`src/hdl/cpu_cfg.svh`:
```
`ifndef CPU_CFG_SVH
`define CPU_CFG_SVH

// machine word, shared by data values and instructions
`define CPU_DATA_W 16

// address field of an instruction
// also the width of pc and mar
`define CPU_ADDR_W 12

// one word per address, full 12-bit space
`define CPU_MEM_DEPTH 4096

// opcode (4) plus address (12) must fill a data word exactly,
// since memory words are decoded either way

`endif

```
`src/hdl/cpu_pkg.sv`:
```
`default_nettype none

`include "cpu_cfg.svh"

package cpu_pkg;

    // instruction set, upper nibble of an instruction word
    typedef enum logic [3:0] {
        OP_HALT  = 4'h0,
        OP_LOAD  = 4'h1,
        OP_STORE = 4'h2,
        OP_ADD   = 4'h3,
        OP_SUB   = 4'h4,
        OP_AND   = 4'h5,
        OP_OR    = 4'h6,
        OP_XOR   = 4'h7,
        OP_MUL   = 4'h8,
        // acc-only, address field ignored
        OP_SHL   = 4'h9,
        OP_SHR   = 4'ha,
        OP_ROL   = 4'hb,
        OP_JMP   = 4'hc,
        // taken when acc is zero
        OP_JZ    = 4'hd,
        OP_OUT   = 4'he,
        // 12-bit field, zero extended
        OP_LDI   = 4'hf
    } opcode_e;

    // alu functions
    typedef enum logic [3:0] {
        ALU_ADD    = 4'h0,
        ALU_SUB    = 4'h1,
        ALU_AND    = 4'h2,
        ALU_OR     = 4'h3,
        ALU_XOR    = 4'h4,
        ALU_MUL    = 4'h5,
        ALU_SHL    = 4'h6,
        ALU_SHR    = 4'h7,
        ALU_ROL    = 4'h8,
        ALU_PASS_B = 4'h9
    } alu_op_e;

    typedef struct packed {
        opcode_e                 opcode;
        logic [`CPU_ADDR_W-1:0]  addr;
    } instr_t;

    // a memory word seen as data or as an instruction
    typedef union packed {
        logic [`CPU_DATA_W-1:0]  data;
        instr_t                  instr;
    } mem_word_u;

    // program load beat
    typedef struct packed {
        logic [`CPU_ADDR_W-1:0]  addr;
        logic [`CPU_DATA_W-1:0]  data;
    } load_req_t;

    // control unit to datapath and memory
    typedef struct packed {
        logic     pc_clr;
        logic     pc_load;
        logic     pc_inc;
        logic     mar_from_pc;
        logic     mar_we;
        logic     ir_we;
        logic     mbr_we;
        logic     acc_we;
        // ALU operand b from ir field instead of mbr
        logic     imm_sel;
        logic     mem_we;
        alu_op_e  alu_op;
    } ctrl_t;

endpackage

`default_nettype wire

```
`src/hdl/alu.sv`:
```
`timescale 1ns/1ps
`default_nettype none

`include "cpu_cfg.svh"

module alu (
    input  wire cpu_pkg::alu_op_e     alu_op,
    input  wire [`CPU_DATA_W-1:0]     a,
    input  wire [`CPU_DATA_W-1:0]     b,
    output logic [`CPU_DATA_W-1:0]    result
);
    import cpu_pkg::*;

    always_comb begin
        case (alu_op)
            ALU_ADD: result = a + b;
            ALU_SUB: result = a - b;
            ALU_AND: result = a & b;
            ALU_OR:  result = a | b;
            ALU_XOR: result = a ^ b;
            // low half of the product only
            ALU_MUL: result = a * b;
            // single-bit shifts of a only
            ALU_SHL: result = {a[`CPU_DATA_W-2:0], 1'b0};
            ALU_SHR: result = {1'b0, a[`CPU_DATA_W-1:1]};
            // msb wraps into bit 0
            ALU_ROL: result = {a[`CPU_DATA_W-2:0], a[`CPU_DATA_W-1]};
            // loads and immediates
            ALU_PASS_B: result = b;
            default: result = '0;
        endcase
    end

endmodule

`default_nettype wire

```
`src/hdl/datapath.sv`:
```
`timescale 1ns/1ps
`default_nettype none

`include "cpu_cfg.svh"

module datapath (
    input  wire                       clk,
    input  wire                       rst_n,
    input  wire cpu_pkg::ctrl_t       ctrl,
    input  wire cpu_pkg::mem_word_u   rdata,
    output logic [`CPU_ADDR_W-1:0]    mem_addr,
    output logic [`CPU_DATA_W-1:0]    acc,
    output cpu_pkg::opcode_e          opcode,
    output logic                      acc_zero
);
    import cpu_pkg::*;

    logic [`CPU_ADDR_W-1:0] pc_q;
    logic [`CPU_ADDR_W-1:0] mar_q;
    logic [`CPU_DATA_W-1:0] mbr_q;
    logic [`CPU_DATA_W-1:0] acc_q;
    instr_t                 ir_q;

    logic [`CPU_DATA_W-1:0] imm_ext;
    logic [`CPU_DATA_W-1:0] mem_data;
    logic [`CPU_DATA_W-1:0] operand_b;
    logic [`CPU_DATA_W-1:0] alu_result;

    // program counter
    // clear on start, jump target from ir, else step
    always_ff @(posedge clk) begin
        if (!rst_n) begin
            pc_q <= '0;
        end else if (ctrl.pc_clr) begin
            pc_q <= '0;
        end else if (ctrl.pc_load) begin
            pc_q <= ir_q.addr;
        end else if (ctrl.pc_inc) begin
            pc_q <= pc_q + 1'b1;
        end
    end

    // mar drives the memory address
    always_ff @(posedge clk) begin
        if (!rst_n) begin
            mar_q <= '0;
        end else if (ctrl.mar_we) begin
            mar_q <= ctrl.mar_from_pc ? pc_q : ir_q.addr;
        end
    end

    // ir and mbr both capture the memory word
    always_ff @(posedge clk) begin
        if (!rst_n) begin
            ir_q  <= '0;
            mbr_q <= '0;
        end else begin
            if (ctrl.ir_we) begin
                ir_q <= rdata.instr;
            end
            if (ctrl.mbr_we) begin
                mbr_q <= rdata.data;
            end
        end
    end

    always_ff @(posedge clk) begin
        if (!rst_n) begin
            acc_q <= '0;
        end else if (ctrl.acc_we) begin
            acc_q <= alu_result;
        end
    end

    // ldi immediate, zero extended
    assign imm_ext = {{(`CPU_DATA_W-`CPU_ADDR_W){1'b0}}, ir_q.addr};

    // mbr write-through
    // lets the alu use the operand in the same cycle it is captured
    assign mem_data  = ctrl.mbr_we ? rdata.data : mbr_q;
    assign operand_b = ctrl.imm_sel ? imm_ext : mem_data;

    alu u_alu (
        .alu_op (ctrl.alu_op),
        .a      (acc_q),
        .b      (operand_b),
        .result (alu_result)
    );

    assign mem_addr = mar_q;
    assign acc      = acc_q;
    assign opcode   = ir_q.opcode;
    // for jz
    assign acc_zero = (acc_q == '0);

endmodule

`default_nettype wire

```
`config.mk`:
```
export PLATFORM = sky130hd
export DESIGN_NAME = datapath
export DESIGN_NICKNAME = d
export VERILOG_FILES = /design/src/hdl/cpu_pkg.sv /design/src/hdl/alu.sv /design/src/hdl/datapath.sv
export VERILOG_INCLUDE_DIRS = /design/src /design/src/hdl
export SDC_FILE = /design/constraint.sdc
export NUM_CORES = 1
export LEC_CHECK = 0
export ABC_AREA = 1
export BUFFER_PORTS_ARGS = -buffer_cell sky130_fd_sc_hd__buf_4
export CORE_AREA = 2 2 130 132
export DETAILED_ROUTE_END_ITERATION = 10
export DIE_AREA = 0 0 132 134
export HOLD_SLACK_MARGIN = 0.03
export PLACE_DENSITY = 0.76
export SYNTH_ARGS = -nofsm -noshare
export SYNTH_HDL_FRONTEND = slang
export SYNTH_SLANG_ARGS = --single-unit
```
`constraint.sdc`:
```
create_clock -name clk -period 7.3 [get_ports clk]
set_input_delay 1.095 -clock clk [delete_from_list [all_inputs] [get_ports clk]]
set_output_delay 1.095 -clock clk [all_outputs]
set_load 0.1 [all_outputs]
```
* After elaboration in Yosys (flattened, before gate mapping)
Index checks and enable logic that the tools add are counted.
** Word-level totals
- Output and inout bits :: 33
- Register bits after elaboration :: 72
- Word-level logic and storage cells :: 33
** Operators by class
- Multipliers :: 1
- Reduce and logical (&&, ||, !) cells :: 4
- Bitwise logic cells :: 4
- $add $sub $neg :: 3
- Equal/unequal tests :: 9
- Muxes and demuxes :: 6
** Operator list (number)
- $pmux 16 s10 :: 1
- $mux 12 :: 3
- $mux 16 :: 2
- $add 16x16->16 :: 1
- $and 16x16->16 :: 1
- $eq 4x3->1 const B :: 4
- $logic_not 16->1 :: 1
- $mul 16x16->16 :: 1
- $or 16x16->16 :: 1
- $sub 16x16->16 :: 1
- $xor 16x16->16 :: 1
- $add 12x1->12 const B :: 1
- $eq 4x2->1 const B :: 2
- $eq 4x4->1 const B :: 2
- $eq 4x1->1 const B :: 1
- $logic_not 4->1 :: 1
- $reduce_bool 2->1 :: 1
- $reduce_or 2->1 :: 1
- $not 1->1 :: 1

* Depth between registers and ports, before layout
Gate-level depths: netlist of run 1.
- Depth in word-level cells :: 4
- Depth in mapped cells :: 36

* Modules after synthesis
A second synthesis of run 1 with hierarchy kept.
** Second synthesis, totals
- Cells, all modules :: 1437
- Area total of the unflattened synthesis :: 9770.6 µm²
** Modules (own cells, without submodules)
- alu :: area each 6673.9 µm², times used 1, cells each 1032
- datapath :: area each 3096.7 µm², times used 1, cells each 405

* Least setup slack after synthesis of run 1
No wires, ideal clock.
- Kind :: input to register
- Start point :: input ctrl[7] in the netlist's numbering
- End point :: register acc_q[13] (netlist: acc[13])
- Path buffers :: 3
- Stages :: 30
- Setup slack :: 0.850 ns
- Arrival time :: 6.318 ns
- Cell sequence :: buf_4 > buf_4 > nand2_1 > nand3_1 > nand2_1 > clkbuf_1 > inv_1 > nand2_1 > fa_1 > fa_1 > fa_1 > inv_1 > ha_1 > fa_1 > inv_1 > fa_1 > inv_1 > ha_1 > nand2_1 > o21ai_0 > inv_1 > nand2_1 > nand2_1 > nand2_1 > a21oi_1 > or2_2 > nand3_1 > nand3_1 > nand2_1 > a21oi_1
** Between the ends
- Cells in the longest elaborated chain, start to end :: 4
** RTL lines
- from (decl) :: line datapath.sv:9 : input wire cpu_pkg::ctrl_t ctrl,
- $mux 16 (*)
- $mux 16 (*) :: line datapath.sv:81 : assign operand_b = ctrl.imm_sel ? imm_ext : mem_data;
- $mul 16x16->16 (tied with other cells) :: line alu.sv:22 : ALU_MUL: result = a * b;
- $pmux 16 s10 (*) :: line alu.sv:15 : case (alu_op)
- to (signal assigned) :: line datapath.sv:71 : acc_q <= alu_result;
- to (decl) :: line datapath.sv:21 : logic [`CPU_DATA_W-1:0] acc_q;
Every way passes the cells marked *; elsewhere a longest branch is shown, timed or not.
A chain may end at the register's enable or synchronous reset.

* Worst setup path in the final report of run 1
- Start point :: input ctrl[7] in the netlist's numbering
- End point :: register acc_q[15] (netlist: acc[15])
Same word-level chain as after synthesis.

==> results of run 1 <==
[worst max path at each step]
stage	end	cells after the start
final	acc[15]$_SDFFE_PN0P_	27
after global routing	acc[14]$_SDFFE_PN0P_	26
after CTS	acc[15]$_SDFFE_PN0P_	27
after detailed placement	acc[15]$_SDFFE_PN0P_	26
after global placement	acc[15]$_SDFFE_PN0P_	26
after floorplan	acc[13]$_SDFFE_PN0P_	30
[worst max-delay path, delay by kind of cell]
family	cells	cell delay [ps]
AOI/OAI and AO/OA	4	900
buffers and inverters	8	900
and+or+nand+nor	8	780
adders and majority gates	7	3360
[cell type report]
cell class | instances | area (um2) | area share
clock buffer | 10 | 229 | 0.0216
clock inverter | 6 | 91.3 | 0.00862
inverter | 255 | 965 | 0.0910
multi-input combinational | 1005 | 6900 | 0.651
sequential | 72 | 1440 | 0.136
tap | 220 | 275 | 0.0260
timing repair buffer | 91 | 696 | 0.0657
[cells in the mapped netlist, drive strengths merged, types with 7 or more instances]
library cell,instances
nand2,315
inv,251
nor2,134
ha,99
a21oi,91
fa,81
nand3,73
dfxtp,72
o21ai,57
clkbuf,31
xor2,24
o211ai,22
or2,17
a221oi,13
buf,13
nand4,13
nor3,10
o22ai,9
a31oi,7
o2111ai,7
[power groups by stage]
stage               Sequential (W)  Combinational, W  Clock, W
floorplan                 0.000509          0.000364         0
global placement          0.000451          0.000593         0
detailed placement        0.000451          0.000602         0
CTS                       0.000442          0.000606  0.000503
global route              0.000445          0.000678  0.000518
finish                    0.000444          0.000615  0.000499
[per-stage QoR]
step | total power (W) | cells | hold slack (ps) | worst slack, ps | cell area, um2
3_5_place_dp | 0.00105 | 1643 | 460 | 343 | 10300
3_3_place_gp | 0.00104 | 1643 | 456 | 418 | 10300
5_1_grt | 0.00164 | 1659 | 489 | 339 | 10600
2_1_floorplan | 0.000873 | 1376 | 446 | 850 | 9510
6_report | 0.00156 | 1659 | 469 | 525 | 10600
4_1_cts | 0.00155 | 1659 | 471 | 695 | 10600
[cells by family after synthesis]
kind of cell / count (synthesis) / share of synthesized area
simple gates: 571 / 0.257
buf+inv: 299 / 0.123
compound gates: 226 / 0.142
fa+ha+maj: 180 / 0.301
flops: 72 / 0.152
xor+xnor: 28 / 0.0258
[sequential cells by signal (all words and copies together), names as in the netlist]
signal and cells:
imm_ext 12, mbr_q 16, pc_q 12, opcode 4, acc 16, mem_addr 12
[layer usage]
metal	track usage	vias to the layer above
met5	0	-
met4	0.176	0
met3	0.0654	97
met2	0.559	494
met1	0.449	4395
li1	-	4519
==> results.py, run 1 <==
metrics = {
    "status": {
        "outcome": "complete, no violations",
    },
    "layout": {
        "syn2layout_area_growth_pct": 11.4,
        "final_util": 0.651,
        "drive_gt1_frac": 0.103,
        "nNetsFinal": 1646,
        "antenna_cells": 0,
        "final_common_cell": "nand2_1",
        "fill_cells": 1536,
        "mostFrequentLayoutCells": "302 x nand2_1, 240 x inv_1, 132 x nor2_1",
    },
    "synth": {
        "syn_avg_cell_area_um2": 6.91,
        "netlist_instances": 1376,
        "ys.flop_type": "dfxtp_1",
        "synth_area_um2": 9510,
        "yosysTopAreaCell": "fa_1",
        "netlist-cell-type-count": 50,
        "synth-async-reset-ratio": 0,
        "synth_warnings": 0,
        "synth_top_area_frac": 0.170,
        "synth_fp_nets": 1588,
        "synth-seq-area-share": 0.152,
        "ys_ff_latch": 72,
        "synth_edf_count": 0,
        "synth_area_leaders": "fa_1 17%, dfxtp_1 15%, ha_1 13%",
    },
    "critical_path": {
        "critPathRequiredTime_ps": 7590,
        "critPathLaunch": "ctrl[7]",
        "reg2regPathDepth": 22,
        "ff2ff_setup_slack_ps": 1190,
        "worstPathArrival_ps": 7060,
        "cp_max_fo": 19,
        "slowest_stage": "fa_1",
        "crit-reg2reg-launch": "acc[7]$_SDFFE_PN0P_",
        "r2r-end": "acc[15]$_SDFFE_PN0P_",
        "max_stage_delay_ps": 550,
        "crit_type": "in2reg",
        "start_kind": "input port",
        "worst_setup_path_end_kind": "flip-flop",
    },
    "floorplan": {
        "die_h_um": 134,
        "ioPinCount": 65,
        "fp.dieW_um": 132,
        "num_rows": 47,
        "fp.dieArea_um2": 17700,
        "start_util": 0.584,
        "core_area_um2": 16300,
    },
    "route": {
        "vias_per_cell": 5.73,
        "vias": 9505,
        "drc_errors": 0,
        "wl_met3_mm": 2.99,
        "top_layer_used": "met4",
        "wl_met1_mm": 12.1,
        "wl_per_cell_um": 18.1,
        "drt-pass1-iter-count": 5,
        "drt-total-wl_mm": 30.1,
        "drtIter0Drc": 803,
        "ant_nets": 0,
        "wl_met2_mm": 13.4,
    },
    "clock_network": {
        "insertion_delay_ps": 350,
        "cts_made_buffers": 9,
        "path_clk_slew_ps": 70,
        "ctsHtreeMaxLevel": 3,
        "clk_path_buf_depth": 2,
        "clock_sinks": 72,
        "root_buffer": "clkbuf_16",
        "ctsResizeCount": 0,
        "cts_tree": "done",
        "post-cts-setup-buffers": 0,
        "holdBufCountCts": 0,
    },
    "grt": {
        "grt_pass1_vias": 9095,
        "antenna_found_initial": 0,
        "grt.total_usage": 0.347,
        "grt_pass1_wl_mm": 47.8,
        "grt_max_degree": 33,
        "grt_overflow": 0,
    },
    "sta": {
        "fin_worst_skew_ps": 7.98,
        "slew_violations": 0,
        "rsz0062_at_grt": "false",
        "tightest_slew_ps": 782,
        "fin_setup_tns_ps": 0,
        "final.period_utilization": 0.928,
        "finalHoldViolCount": 0,
        "fmax_mhz": 148,
        "final.min_clock_period_ps": 6780,
        "maxSlewHeadroom": 0.478,
        "setup_viol_count_final": 0,
    },
    "hold_path": {
        "min_path_cells": 2,
        "hp-start": "mbr_q[13]$_SDFF_PN0_",
        "hold_class": "reg2reg",
        "min_to": "mbr_q[13]$_SDFF_PN0_",
    },
    "placement": {
        "hpwl_mm": 23.0,
        "portBuffers": 63,
        "routabilityCongestion": 0.985,
    },
    "power_and_ir_drop": {
        "power_frac_comb": 0.395,
        "powerDensity_nw_per_um2": 147,
        "p_int_w": 0.000906,
        "p_leak_nw": 5.36,
        "peakVddDrop_mv": 0.129,
        "switchingPower_w": 0.000652,
        "netSwitchingFraction": 0.419,
        "clkPwrFrac": 0.320,
        "seqPwrFrac": 0.285,
    },
    "run": {
        "drv_cap": 0,
    },
}
No activity file was read; power rests on OpenSTA's default activity.
==> run 2: changes to the inputs <==
Settings changed: ABC_AREA 1 to unset, CORE_AREA 2 2 130 132 to 2 2 127 129, DIE_AREA 0 0 132 134 to 0 0 129 131.
==> results.py, run 2 <==
metrics = {
    "sta": {
        "setup_viol_count_final": 0,
        "fmax_mhz": 142,
        "rsz0062_at_grt": "false",
        "tightest_slew_ps": 771,
        "holdWs_ps": 483,
        "maxSlewHeadroom": 0.485,
        "slew_violations": 0,
        "final.period_utilization": 0.963,
        "final.min_clock_period_ps": 7030,
        "finalHoldViolCount": 0,
        "fin_worst_skew_ps": 12.8,
    },
    "placement": {
        "hpwl_mm": 20.2,
        "portBuffers": 63,
        "routabilityCongestion": 0.974,
        "dpl.cell_count": 1376,
        "place_area_um2": 9980,
    },
    "layout": {
        "nNetsFinal": 1383,
        "mostFrequentLayoutCells": "158 x nor2_1, 144 x inv_1, 117 x buf_4",
        "syn2layout_area_growth_pct": 13.7,
        "fin_area_um2": 10300,
        "antenna_cells": 0,
        "instances_no_fill": 1392,
        "final_common_cell": "nor2_1",
        "multi_input_area_um2": 6820,
        "final-seq-area_um2": 1440,
        "drive_gt1_frac": 0.144,
        "fill_cells": 1301,
    },
    "clock_network": {
        "insertion_delay_ps": 350,
        "holdBufCountCts": 0,
        "cts_tree": "done",
        "clock_sinks": 72,
        "path_clk_slew_ps": 70,
        "root_buffer": "clkbuf_16",
        "ctsHtreeMaxLevel": 3,
        "cts_made_buffers": 9,
        "clk_path_buf_depth": 2,
    },
    "synth": {
        "synth_top_area_frac": 0.179,
        "post-synth-top-count-cell": "nor2_1",
        "synth-seq-area-share": 0.159,
        "synth_fp_nets": 1309,
        "syn_avg_cell_area_um2": 8.25,
        "synth_area_um2": 9040,
        "synth_warnings": 0,
        "synth_commonest_cells": "158 x nor2_1, 144 x inv_1, 103 x nand2_1",
        "yosysTopAreaCell": "fa_1",
        "synth-async-reset-ratio": 0,
        "synth_area_leaders": "fa_1 18%, dfxtp_1 16%, ha_1 14%",
        "synth_edf_count": 0,
        "netlist_instances": 1097,
        "ys.flop_type": "dfxtp_1",
        "ys_ff_latch": 72,
        "netlist-cell-type-count": 58,
    },
    "critical_path": {
        "critPathRequiredTime_ps": 7510,
        "start_kind": "input port",
        "worst_setup_path_end_kind": "flip-flop",
        "ff2ff_setup_slack_ps": 980,
        "r2r-end": "acc[15]$_SDFFE_PN0P_",
        "critPathLaunch": "ctrl[7]",
        "worstPathArrival_ps": 7240,
        "cp_max_fo": 11,
        "crit_type": "in2reg",
        "crit-reg2reg-launch": "mbr_q[1]$_SDFF_PN0_",
        "reg2regPathDepth": 22,
    },
    "floorplan": {
        "fp.dieArea_um2": 16900,
        "fp.dieW_um": 129,
        "core_area_um2": 15600,
        "start_util": 0.580,
        "num_rows": 46,
        "ioPinCount": 65,
        "die_h_um": 131,
    },
    "power_and_ir_drop": {
        "peakVddDrop_mv": 0.124,
        "p_leak_nw": 4.84,
        "powerDensity_nw_per_um2": 127,
    },
    "hold_path": {
        "min_path_cells": 2,
        "hp-start": "mem_addr[11]$_SDFFE_PN0P_",
        "min_to": "mem_addr[11]$_SDFFE_PN0P_",
        "hold_class": "reg2reg",
    },
    "grt": {
        "grt_pass1_vias": 7848,
        "grt_max_degree": 43,
        "grt_overflow": 0,
        "grt.total_usage": 0.322,
        "grt_pass1_wl_mm": 41.4,
        "antenna_found_initial": 0,
    },
    "route": {
        "drt-total-wl_mm": 26.3,
        "vias_per_cell": 5.88,
        "drtIter0Drc": 814,
        "wl_per_cell_um": 18.9,
        "ant_nets": 0,
        "drc_errors": 0,
        "drt-pass1-iter-count": 7,
        "vias": 8190,
    },
    "run": {
        "drv_cap": 0,
    },
    "status": {
        "outcome": "complete, no violations",
    },
}
## run 2: changes by cell type after synthesis, sizes merged, moves of 35 or more
cell	previous run	this run
o21ai	57	17
xnor2	4	45
nand3	73	9
a21oi	91	41
inv	251	145
nand2	315	103
mux2i	0	35
## run 2: critical path, cell delays in order
cell      delay, ps
buf_6           150
mux2_2          350
mux2_2          300
clkinv_4         50
nor2_1           50
fa_1            550
inv_1            60
fa_1            520
inv_1            50
fa_1            460
fa_1            550
inv_1            50
fa_1            460
fa_2            390
xnor2_2         150
xnor2_1         190
xnor3_1         260
xnor3_1         340
xnor3_1         400
xnor3_1         260
xor2_2          180
a221oi_2        270
a211oi_1         80
## run 2: repair_timing
| action | CTS | global route |
|---|---|---|
| setup buffers | 0 | 0 |
| resized for setup | 0 | 4 |
| endpoints found under the setup margin | 0 | 1 |
## run 2: final cells by class
class | count | share of cell area
well taps | 216 | 0.0263
multi-input cells | 816 | 0.663
clock inverters | 6 | 0.00438
inverters | 154 | 0.0570
flip-flops and latches | 72 | 0.140
repair buffers | 118 | 0.0865
clock buffers | 10 | 0.0223
## run 2: cells by family (layout without fill, tap and decap cells)
| logic type | after synthesis | count (layout) | share of synthesized area |
|---|---|---|---|
| and+or+nand+nor | 341 | 341 | 0.163 |
| buffers and inverters | 209 | 288 | 0.0892 |
| adders and majority gates | 180 | 180 | 0.316 |
| AOI/OAI and AO/OA | 165 | 165 | 0.126 |
| DFF | 72 | 72 | 0.159 |
| xor gates and xnor gates | 71 | 71 | 0.0772 |
| muxes | 59 | 59 | 0.0694 |
## run 2: power by group
part           total [W]  leakage, nW  internal, W  switching (W)
clock network   0.000414        0.130     0.000232       0.000183
registers       0.000429        0.590     0.000411      0.0000183
logic           0.000458         4.12     0.000167       0.000291
## run 2: worst max-delay path by stage
stage / endpoint / depth (start not counted)
6_report: acc[15]$_SDFFE_PN0P_ / 23
2_1_floorplan: acc[15]$_SDFFE_PN0P_ / 25
3_3_place_gp: acc[15]$_SDFFE_PN0P_ / 23
3_5_place_dp: acc[15]$_SDFFE_PN0P_ / 23
5_1_grt: acc[15]$_SDFFE_PN0P_ / 23
4_1_cts: acc[15]$_SDFFE_PN0P_ / 23
## run 2: metal layers
| metal | vias to the layer above | track usage | part of all wire |
|---|---|---|---|
| met3 | 101 | 0.0647 | 0.10 |
| met1 | 3876 | 0.427 | 0.40 |
| li1 | 3767 | - | - |
| met5 | - | 0 | 0 |
| met4 | 0 | 0.151 | 0.050 |
| met2 | 446 | 0.509 | 0.45 |
## run 2: metrics by stage
step | power, W | utilization | worst slack, ps | setup TNS, ps
2_1_floorplan | 0.000747 | - | 3.52 | 0
3_3_place_gp | 0.000878 | 0.640 | -68.7 | -68.7
3_5_place_dp | 0.000884 | 0.640 | -183 | -186
4_1_cts | 0.00130 | 0.658 | 170 | 0
5_1_grt | 0.00135 | 0.659 | 19.6 | 0
6_report | 0.00130 | 0.659 | 270 | 0
