==> src/hdl/cpu_cfg.svh <==
`ifndef CPU_CFG_SVH
`define CPU_CFG_SVH

// machine word, shared by data values and instructions
`define CPU_DATA_W 16

// address field of an instruction
// also the width of pc and mar
`define CPU_ADDR_W 12

// one word per address, full 12-bit space
`define CPU_MEM_DEPTH 4096

// opcode (4) plus address (12) must fill a data word exactly,
// since memory words are decoded either way

`endif

==> src/hdl/cpu_pkg.sv <==
`default_nettype none

`include "cpu_cfg.svh"

package cpu_pkg;

    // instruction set, upper nibble of an instruction word
    typedef enum logic [3:0] {
        OP_HALT  = 4'h0,
        OP_LOAD  = 4'h1,
        OP_STORE = 4'h2,
        OP_ADD   = 4'h3,
        OP_SUB   = 4'h4,
        OP_AND   = 4'h5,
        OP_OR    = 4'h6,
        OP_XOR   = 4'h7,
        OP_MUL   = 4'h8,
        // acc-only, address field ignored
        OP_SHL   = 4'h9,
        OP_SHR   = 4'ha,
        OP_ROL   = 4'hb,
        OP_JMP   = 4'hc,
        // taken when acc is zero
        OP_JZ    = 4'hd,
        OP_OUT   = 4'he,
        // 12-bit field, zero extended
        OP_LDI   = 4'hf
    } opcode_e;

    // alu functions
    typedef enum logic [3:0] {
        ALU_ADD    = 4'h0,
        ALU_SUB    = 4'h1,
        ALU_AND    = 4'h2,
        ALU_OR     = 4'h3,
        ALU_XOR    = 4'h4,
        ALU_MUL    = 4'h5,
        ALU_SHL    = 4'h6,
        ALU_SHR    = 4'h7,
        ALU_ROL    = 4'h8,
        ALU_PASS_B = 4'h9
    } alu_op_e;

    typedef struct packed {
        opcode_e                 opcode;
        logic [`CPU_ADDR_W-1:0]  addr;
    } instr_t;

    // a memory word seen as data or as an instruction
    typedef union packed {
        logic [`CPU_DATA_W-1:0]  data;
        instr_t                  instr;
    } mem_word_u;

    // program load beat
    typedef struct packed {
        logic [`CPU_ADDR_W-1:0]  addr;
        logic [`CPU_DATA_W-1:0]  data;
    } load_req_t;

    // control unit to datapath and memory
    typedef struct packed {
        logic     pc_clr;
        logic     pc_load;
        logic     pc_inc;
        logic     mar_from_pc;
        logic     mar_we;
        logic     ir_we;
        logic     mbr_we;
        logic     acc_we;
        // ALU operand b from ir field instead of mbr
        logic     imm_sel;
        logic     mem_we;
        alu_op_e  alu_op;
    } ctrl_t;

endpackage

`default_nettype wire

==> src/hdl/control_unit.sv <==
`timescale 1ns/1ps
`default_nettype none

`include "cpu_cfg.svh"

module control_unit (
    input  wire                       clk,
    input  wire                       rst_n,
    input  wire cpu_pkg::opcode_e     opcode,
    input  wire                       acc_zero,
    input  wire                       start,
    input  wire                       load_valid,
    output logic                      load_ready,
    output logic                      prog_we,
    output logic                      out_valid,
    input  wire                       out_ready,
    output logic                      halted,
    output cpu_pkg::ctrl_t            ctrl
);
    import cpu_pkg::*;

    typedef enum logic [3:0] {
        S_IDLE,
        // mar <= pc
        S_FETCH,
        // memory reads instruction word
        S_FETCH_RD,
        // ir/mbr load, pc increment
        S_DECODE,
        // ir valid, dispatch on opcode
        S_EXEC,
        S_MEM_RD,
        S_MEM_ACC,
        S_STORE,
        S_OUT_WAIT
    } state_e;

    state_e state_q;
    state_e state_d;

    // opcode to alu function
    function automatic alu_op_e alu_op_for(input opcode_e op);
        case (op)
            OP_ADD:  return ALU_ADD;
            OP_SUB:  return ALU_SUB;
            OP_AND:  return ALU_AND;
            OP_OR:   return ALU_OR;
            OP_XOR:  return ALU_XOR;
            OP_MUL:  return ALU_MUL;
            OP_SHL:  return ALU_SHL;
            OP_SHR:  return ALU_SHR;
            OP_ROL:  return ALU_ROL;
            OP_LOAD: return ALU_PASS_B;
            OP_LDI:  return ALU_PASS_B;
            default: return ALU_ADD;
        endcase
    endfunction

    always_ff @(posedge clk) begin
        if (!rst_n) begin
            state_q <= S_IDLE;
        end else begin
            state_q <= state_d;
        end
    end

    always_comb begin
        state_d     = state_q;
        ctrl        = '0;
        ctrl.alu_op = alu_op_for(opcode);
        load_ready  = 1'b0;
        prog_we     = 1'b0;
        out_valid   = 1'b0;
        halted      = 1'b0;

        case (state_q)
            S_IDLE: begin
                load_ready = 1'b1;
                prog_we    = load_valid;
                // a completing load beat blocks start
                if (start && !load_valid) begin
                    ctrl.pc_clr = 1'b1;
                    state_d     = S_FETCH;
                end
            end
            S_FETCH: begin
                ctrl.mar_we      = 1'b1;
                ctrl.mar_from_pc = 1'b1;
                state_d          = S_FETCH_RD;
            end
            S_FETCH_RD: begin
                state_d = S_DECODE;
            end
            S_DECODE: begin
                ctrl.ir_we  = 1'b1;
                ctrl.mbr_we = 1'b1;
                ctrl.pc_inc = 1'b1;
                state_d     = S_EXEC;
            end
            S_EXEC: begin
                case (opcode)
                    OP_HALT: begin
                        // back to idle next cycle
                        halted  = 1'b1;
                        state_d = S_IDLE;
                    end
                    OP_LDI, OP_SHL, OP_SHR, OP_ROL: begin
                        ctrl.acc_we  = 1'b1;
                        ctrl.imm_sel = (opcode == OP_LDI);
                        state_d      = S_FETCH;
                    end
                    OP_JMP: begin
                        ctrl.pc_load = 1'b1;
                        state_d      = S_FETCH;
                    end
                    OP_JZ: begin
                        ctrl.pc_load = acc_zero;
                        state_d      = S_FETCH;
                    end
                    OP_OUT: begin
                        // acc is out_data, held until accepted
                        out_valid = 1'b1;
                        state_d   = out_ready ? S_FETCH : S_OUT_WAIT;
                    end
                    OP_STORE: begin
                        // mar <= ir address
                        ctrl.mar_we = 1'b1;
                        state_d     = S_STORE;
                    end
                    OP_LOAD, OP_ADD, OP_SUB, OP_AND, OP_OR, OP_XOR, OP_MUL: begin
                        ctrl.mar_we = 1'b1;
                        state_d     = S_MEM_RD;
                    end
                    default: begin
                        state_d = S_FETCH;
                    end
                endcase
            end
            S_MEM_RD: begin
                state_d = S_MEM_ACC;
            end
            S_MEM_ACC: begin
                // operand passes through mbr into the alu
                ctrl.mbr_we = 1'b1;
                ctrl.acc_we = 1'b1;
                state_d     = S_FETCH;
            end
            S_STORE: begin
                ctrl.mem_we = 1'b1;
                state_d     = S_FETCH;
            end
            S_OUT_WAIT: begin
                // stalled on back-pressure
                out_valid = 1'b1;
                if (out_ready) begin
                    state_d = S_FETCH;
                end
            end
            default: begin
                state_d = S_IDLE;
            end
        endcase
    end

endmodule

`default_nettype wire

==> config.mk <==
export PLATFORM = sky130hd
export DESIGN_NAME = control_unit
export DESIGN_NICKNAME = d
export VERILOG_FILES = /design/src/hdl/cpu_pkg.sv /design/src/hdl/control_unit.sv
export VERILOG_INCLUDE_DIRS = /design/src /design/src/hdl
export SDC_FILE = /design/constraint.sdc
export NUM_CORES = 1
export LEC_CHECK = 0
export BUFFER_PORTS_ARGS = -buffer_cell sky130_fd_sc_hd__buf_2
export CORE_MARGIN = 2
export CORE_UTILIZATION = 41
export CTS_CLUSTER_DIAMETER = 80
export CTS_CLUSTER_SIZE = 25
export DETAILED_ROUTE_END_ITERATION = 10
export PLACE_DENSITY = 0.74
export SLEW_MARGIN = 20
export SYNTH_ARGS = -nofsm -noshare
export SYNTH_HDL_FRONTEND = slang
export SYNTH_SLANG_ARGS = --single-unit
==> constraint.sdc <==
create_clock -name clk -period 1.4 [get_ports clk]
set_clock_uncertainty 0.05 [all_clocks]
set_input_delay 0.28 -clock clk [delete_from_list [all_inputs] [get_ports clk]]
set_output_delay 0.28 -clock clk [all_outputs]
set_load 0.05 [all_outputs]
==> results.rst, run 1 <==
.. list-table::
   :header-rows: 1

   * - Metric
     - Value
   * - Total clock sinks
     - 4
   * - Number of H-tree branching levels
     - 1
   * - Result of the run
     - did not finish
   * - Die extent in x
     - 43.2 µm
   * - I/O Pins
     - 28
   * - Error message
     - [ERROR DPL-0033] detailed placement checks failed during check placement.
   * - Port Buffers
     - 27
   * - Crit. endpoint post-GRT repair
     - ctrl[12]
   * - Buffer levels on the longest clock path
     - 2
   * - Worst endpoint pin kind
     - top-level output
   * - Synthesized cell area
     - 631 µm²
   * - Avg Inst Size Synth
     - 7.60 µm²
   * - Terminating stage of the flow
     - global routing
   * - Post-synth top area share
     - 13.9%
   * - CTS root buffer
     - sky130_fd_sc_hd__clkbuf_4
   * - Antenna violations before repair
     - 0
   * - Proportion of synthesized chip area in sequential cells
     - 12.7%
   * - TritonCTS Buffers
     - 3
   * - Flops & latches, synth
     - 4
   * - Effective utilization at floorplan
     - 42.9%
   * - Number of placement rows
     - 14
   * - Worst setup timing slack at the placement stage
     - -0.444 ns
   * - Library cell occupying the most area in the post-synthesis netlist
     - sky130_fd_sc_hd__ha_1
   * - Routability congestion estimate from global placement
     - 0.799
   * - Post-synthesis net count
     - 100
   * - Die Ht
     - 43.2 µm
   * - Post-synthesis instance total
     - 83
   * - Warning count from the yosys run
     - 0
   * - HPWL after detailed placement
     - 1.43 mm
   * - Leading cell types by total area after synthesis
     - sky130_fd_sc_hd__ha_1 14%, sky130_fd_sc_hd__dfxtp_1 13%, sky130_fd_sc_hd__nand2_1 4.2%
   * - Number of distinct library cells after synthesis
     - 33
   * - Largest net degree at the start of global routing
     - 13
per-stage QoR:
step / utilization (%) / cells / area (µm²) / hold slack, ns
4_1_cts: 85.8 / 146 / 1260 / 0.259
2_1_floorplan: - / 83 / 742 / 0.368
3_5_place_dp: 67.6 / 140 / 995 / 0.514
3_3_place_gp: 67.6 / 140 / 995 / 0.518
logic make-up after synthesis:
family | share of synthesized area (%)
compound gates | 18.9
xor+xnor | 4.17
fa+ha+maj | 13.9
buf+inv | 10.1
flops | 12.7
mux | 1.59
simple gates | 38.7
synth_stat cells, drive strengths merged:
cell	n
nor2	7
nor3b	1
ha	7
and3	4
or3	1
nor4b	2
nand2b	3
nand4	1
nor4	2
nor3	4
and3b	3
dfxtp	4
nor2b	2
mux2i	1
buf	7
a22o	2
xnor2	3
o21bai	1
a21boi	1
inv	4
a21oi	5
o21ai	5
a31oi	2
nand2	7
and2	2
o22ai	1
o311ai	1
timing repair:
| item | in CTS |
|---|---|
| hold buffers | 0 |
| resized for setup | 63 |
| cloned | 0 |
| buffers inserted | 3 |
| endpoints found under the setup margin | 19 |
| endpoints found under the hold margin | 0 |
| pin swaps | 10 |
==> inputs of run 2 (changes only) <==
--- a/config.mk
+++ b/config.mk
@@ -7,12 +7,10 @@
 export NUM_CORES = 1
 export LEC_CHECK = 0
 export BUFFER_PORTS_ARGS = -buffer_cell sky130_fd_sc_hd__buf_2
-export CORE_MARGIN = 2
-export CORE_UTILIZATION = 41
-export CTS_CLUSTER_DIAMETER = 80
-export CTS_CLUSTER_SIZE = 25
+export CORE_AREA = 2 2 63 65
 export DETAILED_ROUTE_END_ITERATION = 10
-export PLACE_DENSITY = 0.74
+export DIE_AREA = 0 0 65 67
+export PLACE_DENSITY_LB_ADDON = 0.15
 export SLEW_MARGIN = 20
 export SYNTH_ARGS = -nofsm -noshare
 export SYNTH_HDL_FRONTEND = slang
==> constraint.sdc (replaced) <==
create_clock -name clk -period 1.82 [get_ports clk]
set_clock_uncertainty 0.05 [all_clocks]
set_input_delay 0.364 -clock clk [delete_from_list [all_inputs] [get_ports clk]]
set_output_delay 0.364 -clock clk [all_outputs]
set_load 0.05 [all_outputs]
==> results.rst, run 2 <==
.. list-table::
   :header-rows: 1

   * - Metric
     - Value
   * - Result of the run
     - complete, but fails checks
   * - Violations in the final reports
     - negative setup slack
   * - Max-slew violation total from the final report
     - 0
   * - # nets final
     - 150
   * - WL per Instance
     - 11.1 µm
   * - Type of the most critical hold path
     - in -> reg
   * - Pleak
     - 0.559 nW
   * - Post-placement cell count
     - 171
   * - Post-synth top area share
     - 13.9%
   * - Number of placement rows
     - 22
   * - Post-route total power
     - 0.758 mW
   * - Asr flop ratio synth
     - 0%
   * - CTS root buffer
     - sky130_fd_sc_hd__clkbuf_8
   * - Antenna violation net count after detailed routing
     - 0
   * - Buffer levels on the longest clock path
     - 2
   * - DRC marker count from the first detailed-route iteration
     - 18
   * - Cell Area, Placed
     - 985 µm²
   * - Routability congestion estimate from global placement
     - 0.712
   * - Power per cell area
     - 582 mW/mm²
   * - Main synth FF type
     - sky130_fd_sc_hd__dfxtp_1
   * - Die Ht
     - 67 µm
   * - Avg Inst Size Synth
     - 7.60 µm²
   * - Largest registers
     - state_q: 4 flops
   * - Antenna violations before repair
     - 0
   * - Post-synthesis net count
     - 100
   * - GRT Overall Usage
     - 10.0%
   * - HPWL after detailed placement
     - 1.54 mm
   * - Floorplan die area
     - 0.00436 mm²
   * - Number of flops mapped to enable cells by yosys
     - 0
   * - Kind of launch point of the worst setup path
     - register
   * - MaxCap Viol Count
     - 0
   * - Library cell contributing the largest single delay on the critical path
     - sky130_fd_sc_hd__dfxtp_2
   * - Max Clock Freq
     - 547 MHz
   * - Largest net degree at the start of global routing
     - 13
   * - Largest Register
     - state_q
   * - Hold Violations, Final
     - 0
   * - Peak per-stage delay on the critical path
     - 0.33 ns
   * - Number of H-tree branching levels
     - 1
   * - Share of post-route cells with drive strength above 1
     - 63.4%
   * - Number of endpoints failing setup at the final stage
     - 2
   * - Number of vias in the routed layout
     - 747
   * - Synthesized cell area
     - 631 µm²
   * - Congestion Overflow GR
     - 0
   * - TritonCTS clock tree
     - built
   * - Critical Path Fanout Max
     - 3
   * - Leading cell types by total area after synthesis
     - sky130_fd_sc_hd__ha_1 14%, sky130_fd_sc_hd__dfxtp_1 13%, sky130_fd_sc_hd__nand2_1 4.2%
   * - Number of distinct library cells after synthesis
     - 33
   * - Area growth from synthesis to layout
     - 107%
   * - DRC violation count after routing
     - 0
   * - Worst-Margin Slew
     - 0.306 ns
   * - Post-route clock period utilization
     - 101%
   * - Hold slack
     - 0.388 ns
   * - Source-to-sink clock delay at the later pin of the worst-skew pair
     - 0.21 ns
   * - Start-to-end type of the worst setup path
     - reg -> out
   * - Final instance count without filler cells
     - 179
   * - Post-Route Setup TNS
     - -0.0153 ns
   * - Most common cell after layout, fill and taps aside
     - sky130_fd_sc_hd__buf_4
   * - Effective utilization at floorplan
     - 17.5%
   * - CP endpoint kind
     - primary output
   * - TritonCTS Buffers
     - 3
   * - RSZ-0062 raised after global routing
     - yes
   * - Core area
     - 0.00361 mm²
   * - Arrival time worst endpoint
     - 1.42 ns
   * - WP data required
     - 1.41 ns
   * - Global-route wire length before repair
     - 3.39 mm
   * - Final min period
     - 1.83 ns
   * - Minimum setup slack in the final design
     - -0.00960 ns
   * - Post-synthesis instance total
     - 83
   * - Leading post-synthesis cells by instance count
     - 7 x sky130_fd_sc_hd__ha_1, 7 x sky130_fd_sc_hd__nand2_1, 7 x sky130_fd_sc_hd__nor2_1
   * - Port Buffers
     - 27
   * - VDD IR max
     - 0.000169 V
   * - Library cell occupying the most area in the post-synthesis netlist
     - sky130_fd_sc_hd__ha_1
   * - Highest-count cells in the layout ignoring fill and taps
     - 22 x sky130_fd_sc_hd__buf_4, 13 x sky130_fd_sc_hd__buf_2, 9 x sky130_fd_sc_hd__buf_6
   * - Initial DRT Pass Iterations
     - 4
   * - Worst relative slew slack
     - 79.3%
   * - Clock transition time at the flip-flop clock pins of the worst setup and hold paths
     - 0.03 ns
   * - Number of global-route vias before repair
     - 775
   * - Worst path cell trace
     - nor4b_4, and3_4, nor2b_4, buf_6
   * - I/O Pins
     - 28
   * - Total length of routed wires
     - 1.98 mm
   * - Die extent in x
     - 65 µm
   * - Proportion of synthesized chip area in sequential cells
     - 12.7%
   * - Number of flip-flops under the largest register name
     - 4
   * - Per-cell via count in the routed design
     - 4.17
   * - Total clock sinks
     - 4
   * - Warning count from the yosys run
     - 0
   * - Number of diodes added for antenna fixing
     - 0
   * - Post-route standard cell area excluding fillers
     - 0.00130 mm²
   * - Flops & latches, synth
     - 4
==> run 2: cell counts after synthesis <==
Identical to the previous run, type by type.
==> run 2: worst paths after layout <==
check	startpoint	endpoint	slack [ns]	depth (start not counted)
setup / recovery	state_q[0]$_SDFFE_PN0P_	ctrl[12]	-0.01	4
hold / removal	rst_n	state_q[3]$_SDFFE_PN0P_	0.39	2
setup reg to reg	state_q[2]$_SDFFE_PN0P_	state_q[0]$_SDFFE_PN0P_	0.48	5
hold reg to reg	state_q[3]$_SDFFE_PN0P_	state_q[1]$_SDFFE_PN0P_	0.68	2
==> run 2: power by group <==
group	switching [mW]	internal, mW
combinational	0.270	0.195
clock	0.0435	0.141
sequential	0.00988	0.0989
==> run 2: per-layer routing <==
metal / wire, µm / track usage, %
met1: 865 / 11.1
met2: 1030 / 18.6
met3: 89 / 1.52
met4: 0 / 4.79
met5: 0 / 0
==> run 2: what timing repair did <==
item / CTS / global route
gates resized for setup: 51 / 16
endpoints found under the setup margin: 11 / 12
pin swaps: 11 / 7
setup buffers: 2 / 4
hold buffers: 0 / 0
==> run 2: area by class of cell <==
cell class | count | area (µm²)
Inverter | 4 | 25.0
Fill cell | 373 | 2300
Multi-Input combinational cell | 68 | 651
Clock buffer | 3 | 41.3
Tap cell | 48 | 60.1
Timing Repair Buffer | 52 | 444
Sequential cell | 4 | 82.6
==> run 2: metrics by stage <==
stage | setup slack [ns] | utilization, %
after floorplan | -0.335 | -
after global placement | -0.305 | 27.3
after detailed placement | -0.300 | 27.3
after CTS | -0.0839 | 33.3
after global routing | -0.113 | 36.2
final | -0.00960 | 36.2
==> run 2: critical path: cells and delay by family, from the launching register on <==
| family | cells | cell delay, ns |
|---|---|---|
| flops | 1 | 0.33 |
| buf+inv | 1 | 0.16 |
| simple gates | 3 | 0.72 |
==> run 2: kinds of logic (layout without fill, tap and decap cells) <==
kind of cell / Yosys count / in the layout / share of synthesized area (%)
compound gates: 18 / 18 / 18.9
buf+inv: 11 / 59 / 10.1
mux: 1 / 1 / 1.59
simple gates: 39 / 39 / 38.7
xor+xnor: 3 / 3 / 4.17
fa+ha+maj: 7 / 7 / 13.9
flops: 4 / 4 / 12.7
No activity file was read; power rests on OpenSTA's default activity.
==> inputs of run 3 (changes only) <==
--- a/config.mk
+++ b/config.mk
@@ -6,10 +6,13 @@
 export SDC_FILE = /design/constraint.sdc
 export NUM_CORES = 1
 export LEC_CHECK = 0
+export ABC_AREA = 1
 export BUFFER_PORTS_ARGS = -buffer_cell sky130_fd_sc_hd__buf_2
 export CORE_AREA = 2 2 63 65
+export CTS_CLUSTER_SIZE = 30
 export DETAILED_ROUTE_END_ITERATION = 10
 export DIE_AREA = 0 0 65 67
+export MAX_ROUTING_LAYER = met4
 export PLACE_DENSITY_LB_ADDON = 0.15
 export SLEW_MARGIN = 20
 export SYNTH_ARGS = -nofsm -noshare
==> results.rst, run 3 <==
.. list-table::
   :header-rows: 1

   * - Metric
     - Value
   * - Result of the run
     - finished clean
   * - Antenna violations before repair
     - 0
   * - Number of global-route vias before repair
     - 733
   * - Post-synthesis instance total
     - 109
   * - WL per Instance
     - 8.97 µm
   * - Flops & latches, synth
     - 4
   * - Max-slew violation total from the final report
     - 0
   * - Avg Inst Size Synth
     - 5.82 µm²
   * - MaxCap Viol Count
     - 0
   * - GRT Overall Usage
     - 8.77%
   * - CTS root buffer
     - sky130_fd_sc_hd__clkbuf_8
   * - Start-to-end type of the worst setup path
     - in -> out
   * - Final instance count without filler cells
     - 193
   * - DRC violation count after routing
     - 0
   * - Number of flip-flops under the largest register name
     - 4
   * - Leading post-synthesis cells by instance count
     - 25 x sky130_fd_sc_hd__nand2_1, 20 x sky130_fd_sc_hd__inv_1, 14 x sky130_fd_sc_hd__nor2_1
   * - Max Clock Freq
     - 556 MHz
   * - Number of flops mapped to enable cells by yosys
     - 0
   * - Post-Route Setup TNS
     - 0 ns
   * - Initial DRT Pass Iterations
     - 4
   * - Warning count from the yosys run
     - 0
   * - Number of endpoints failing setup at the final stage
     - 0
   * - Sequential cell area in the final layout
     - 80.1 µm²
   * - Kind of launch point of the worst setup path
     - input port
   * - Highest-count cells in the layout ignoring fill and taps
     - 24 x sky130_fd_sc_hd__nand2_1, 19 x sky130_fd_sc_hd__buf_2, 18 x sky130_fd_sc_hd__inv_1
   * - Congestion Overflow GR
     - 0
   * - VDD IR max
     - 0.000136 V
   * - Arrival time worst endpoint
     - 1.38 ns
   * - Floorplan die area
     - 0.00436 mm²
   * - Proportion of synthesized chip area in sequential cells
     - 12.6%
   * - Source-to-sink clock delay at the later pin of the worst-skew pair
     - 0.21 ns
   * - Type of the most critical hold path
     - in -> reg
   * - Number of H-tree branching levels
     - 1
   * - Effective utilization at floorplan
     - 17.6%
   * - Die Ht
     - 67 µm
   * - Fin util
     - 27.7%
   * - CP endpoint kind
     - primary output
   * - Worst-Margin Slew
     - 0.252 ns
   * - Largest registers
     - state_q: 4 flops
   * - Final min period
     - 1.80 ns
   * - Hold slack
     - 0.297 ns
   * - Largest net degree at the start of global routing
     - 7
   * - Asr flop ratio synth
     - 0%
   * - Layout fillers
     - 425
   * - TritonCTS clock tree
     - built
   * - RSZ-0062 raised after global routing
     - yes
   * - Core area
     - 0.00361 mm²
   * - Post-placement cell count
     - 190
   * - Per-cell via count in the routed design
     - 3.88
   * - Post-synth top area share
     - 14.8%
   * - Synthesized cell area
     - 634 µm²
   * - I/O Pins
     - 28
   * - Share of post-route cells with drive strength above 1
     - 49.7%
   * - Clock transition time at the flip-flop clock pins of the worst setup and hold paths
     - 0.03 ns
   * - Global-route wire length before repair
     - 2.84 mm
   * - Pleak
     - 0.542 nW
   * - Number of distinct library cells after synthesis
     - 22
   * - Routability congestion estimate from global placement
     - 0.817
   * - Power per cell area
     - 631 mW/mm²
   * - Area growth from synthesis to layout
     - 57.4%
   * - Port Buffers
     - 27
   * - # nets final
     - 164
   * - Most common cell in the netlist
     - sky130_fd_sc_hd__nand2_1
   * - TritonCTS Buffers
     - 3
   * - Most common cell after layout, fill and taps aside
     - sky130_fd_sc_hd__nand2_1
   * - Antenna violation net count after detailed routing
     - 0
   * - Reg-to-reg slack, setup
     - 0.60 ns
   * - Combined area of the multi-input logic cells
     - 500 µm²
   * - HPWL after detailed placement
     - 1.57 mm
   * - Number of placement rows
     - 22
   * - Post-CTS Setup Inserts
     - 0
   * - Number of diodes added for antenna fixing
     - 0
   * - Largest Register
     - state_q
   * - Post-synthesis net count
     - 126
   * - Post-route clock period utilization
     - 98.8%
   * - Main synth FF type
     - sky130_fd_sc_hd__dfxtp_1
   * - Total clock sinks
     - 4
   * - Library cell occupying the most area in the post-synthesis netlist
     - sky130_fd_sc_hd__nand2_1
   * - Hold Violations, Final
     - 0
   * - Number of vias in the routed layout
     - 748
   * - Die extent in x
     - 65 µm
   * - Post-route total power
     - 0.630 mW
   * - Buffer levels on the longest clock path
     - 2
   * - Critical Path Fanout Max
     - 5
   * - Total length of routed wires
     - 1.73 mm
   * - Worst relative slew slack
     - 83.3%
   * - DRC marker count from the first detailed-route iteration
     - 9
   * - WP data required
     - 1.41 ns
   * - Leading cell types by total area after synthesis
     - sky130_fd_sc_hd__nand2_1 15%, sky130_fd_sc_hd__ha_1 14%, sky130_fd_sc_hd__dfxtp_1 13%
==> run 3: changes by cell type in the layout (fill, tap and decap cells not counted), moves of 4 or more <==
| cell | delta |
|---|---|
| sky130_fd_sc_hd__ha_4 | -4 |
| sky130_fd_sc_hd__nand2_1 | +17 |
| sky130_fd_sc_hd__inv_1 | +16 |
| sky130_fd_sc_hd__buf_2 | +6 |
| sky130_fd_sc_hd__inv_2 | +8 |
| sky130_fd_sc_hd__nor2_2 | +7 |
| sky130_fd_sc_hd__buf_6 | -7 |
| sky130_fd_sc_hd__buf_4 | -11 |
| sky130_fd_sc_hd__buf_8 | -7 |
| sky130_fd_sc_hd__nor2_1 | +7 |
==> run 3: report_power, final <==
| group | internal (mW) | switching (mW) |
|---|---|---|
| Sequential | 0.0967 | 0.00874 |
| Combinational | 0.0988 | 0.244 |
| Clock | 0.141 | 0.0412 |
| Total | 0.336 | 0.294 |
==> run 3: per-layer routing <==
layer  global-route usage [%]  part of all wire [%]  wire, µm
met1                     8.75                    43       745
met5                        -                     0         0
met3                     1.18                   5.2        90
met2                     15.5                    49       850
met4                     6.91                   2.5        44
==> run 3: through the flow <==
stage / instance area (µm²) / worst slack (ns)
2_1_floorplan: 662 / -0.171
3_3_place_gp: 902 / -0.0654
3_5_place_dp: 902 / -0.0965
4_1_cts: 973 / 0.00422
5_1_grt: 998 / -0.0411
6_report: 998 / 0.0219
==> run 3: cells by family after synthesis <==
family          after synthesis  share of synthesized area [%]
simple gates                 60                           46.9
buf+inv                      28                           17.2
fa+ha+maj                     7                           13.8
flops                         4                           12.6
compound gates               10                           9.47
==> run 3: cell type report <==
class                      count  share of cell area, %
multi-input combinational     77                   50.1
timing repair buffer          34                   21.6
inverter                      27                   10.2
sequential                     4                   8.02
tap                           48                   6.02
clock buffer                   3                   4.14
==> run 3: timing repair <==
item,in CTS,in global routing
endpoints found under the setup margin,5,7
hold buffers,0,0
resized for setup,12,11
pin swaps,2,2
endpoints found under the hold margin,0,0
==> run 3: final timing paths <==
path,from,to,depth (start not counted)
min reg2reg,state_q[1]$_SDFFE_PN0P_,state_q[1]$_SDFFE_PN0P_,2
min,rst_n,state_q[2]$_SDFFE_PN0P_,3
max reg2reg,state_q[2]$_SDFFE_PN0P_,state_q[0]$_SDFFE_PN0P_,8
max,opcode[0],ctrl[9],9
==> run 3: worst max-delay path, cell delays in order <==
cell and delay (ns):
sky130_fd_sc_hd__buf_2 0.13, sky130_fd_sc_hd__ha_1 0.23, sky130_fd_sc_hd__inv_2 0.08, sky130_fd_sc_hd__nand2_1 0.06
sky130_fd_sc_hd__o21ai_2 0.12, sky130_fd_sc_hd__nand3_2 0.08, sky130_fd_sc_hd__nand2_2 0.10, sky130_fd_sc_hd__o21ai_2 0.07
sky130_fd_sc_hd__buf_6 0.15
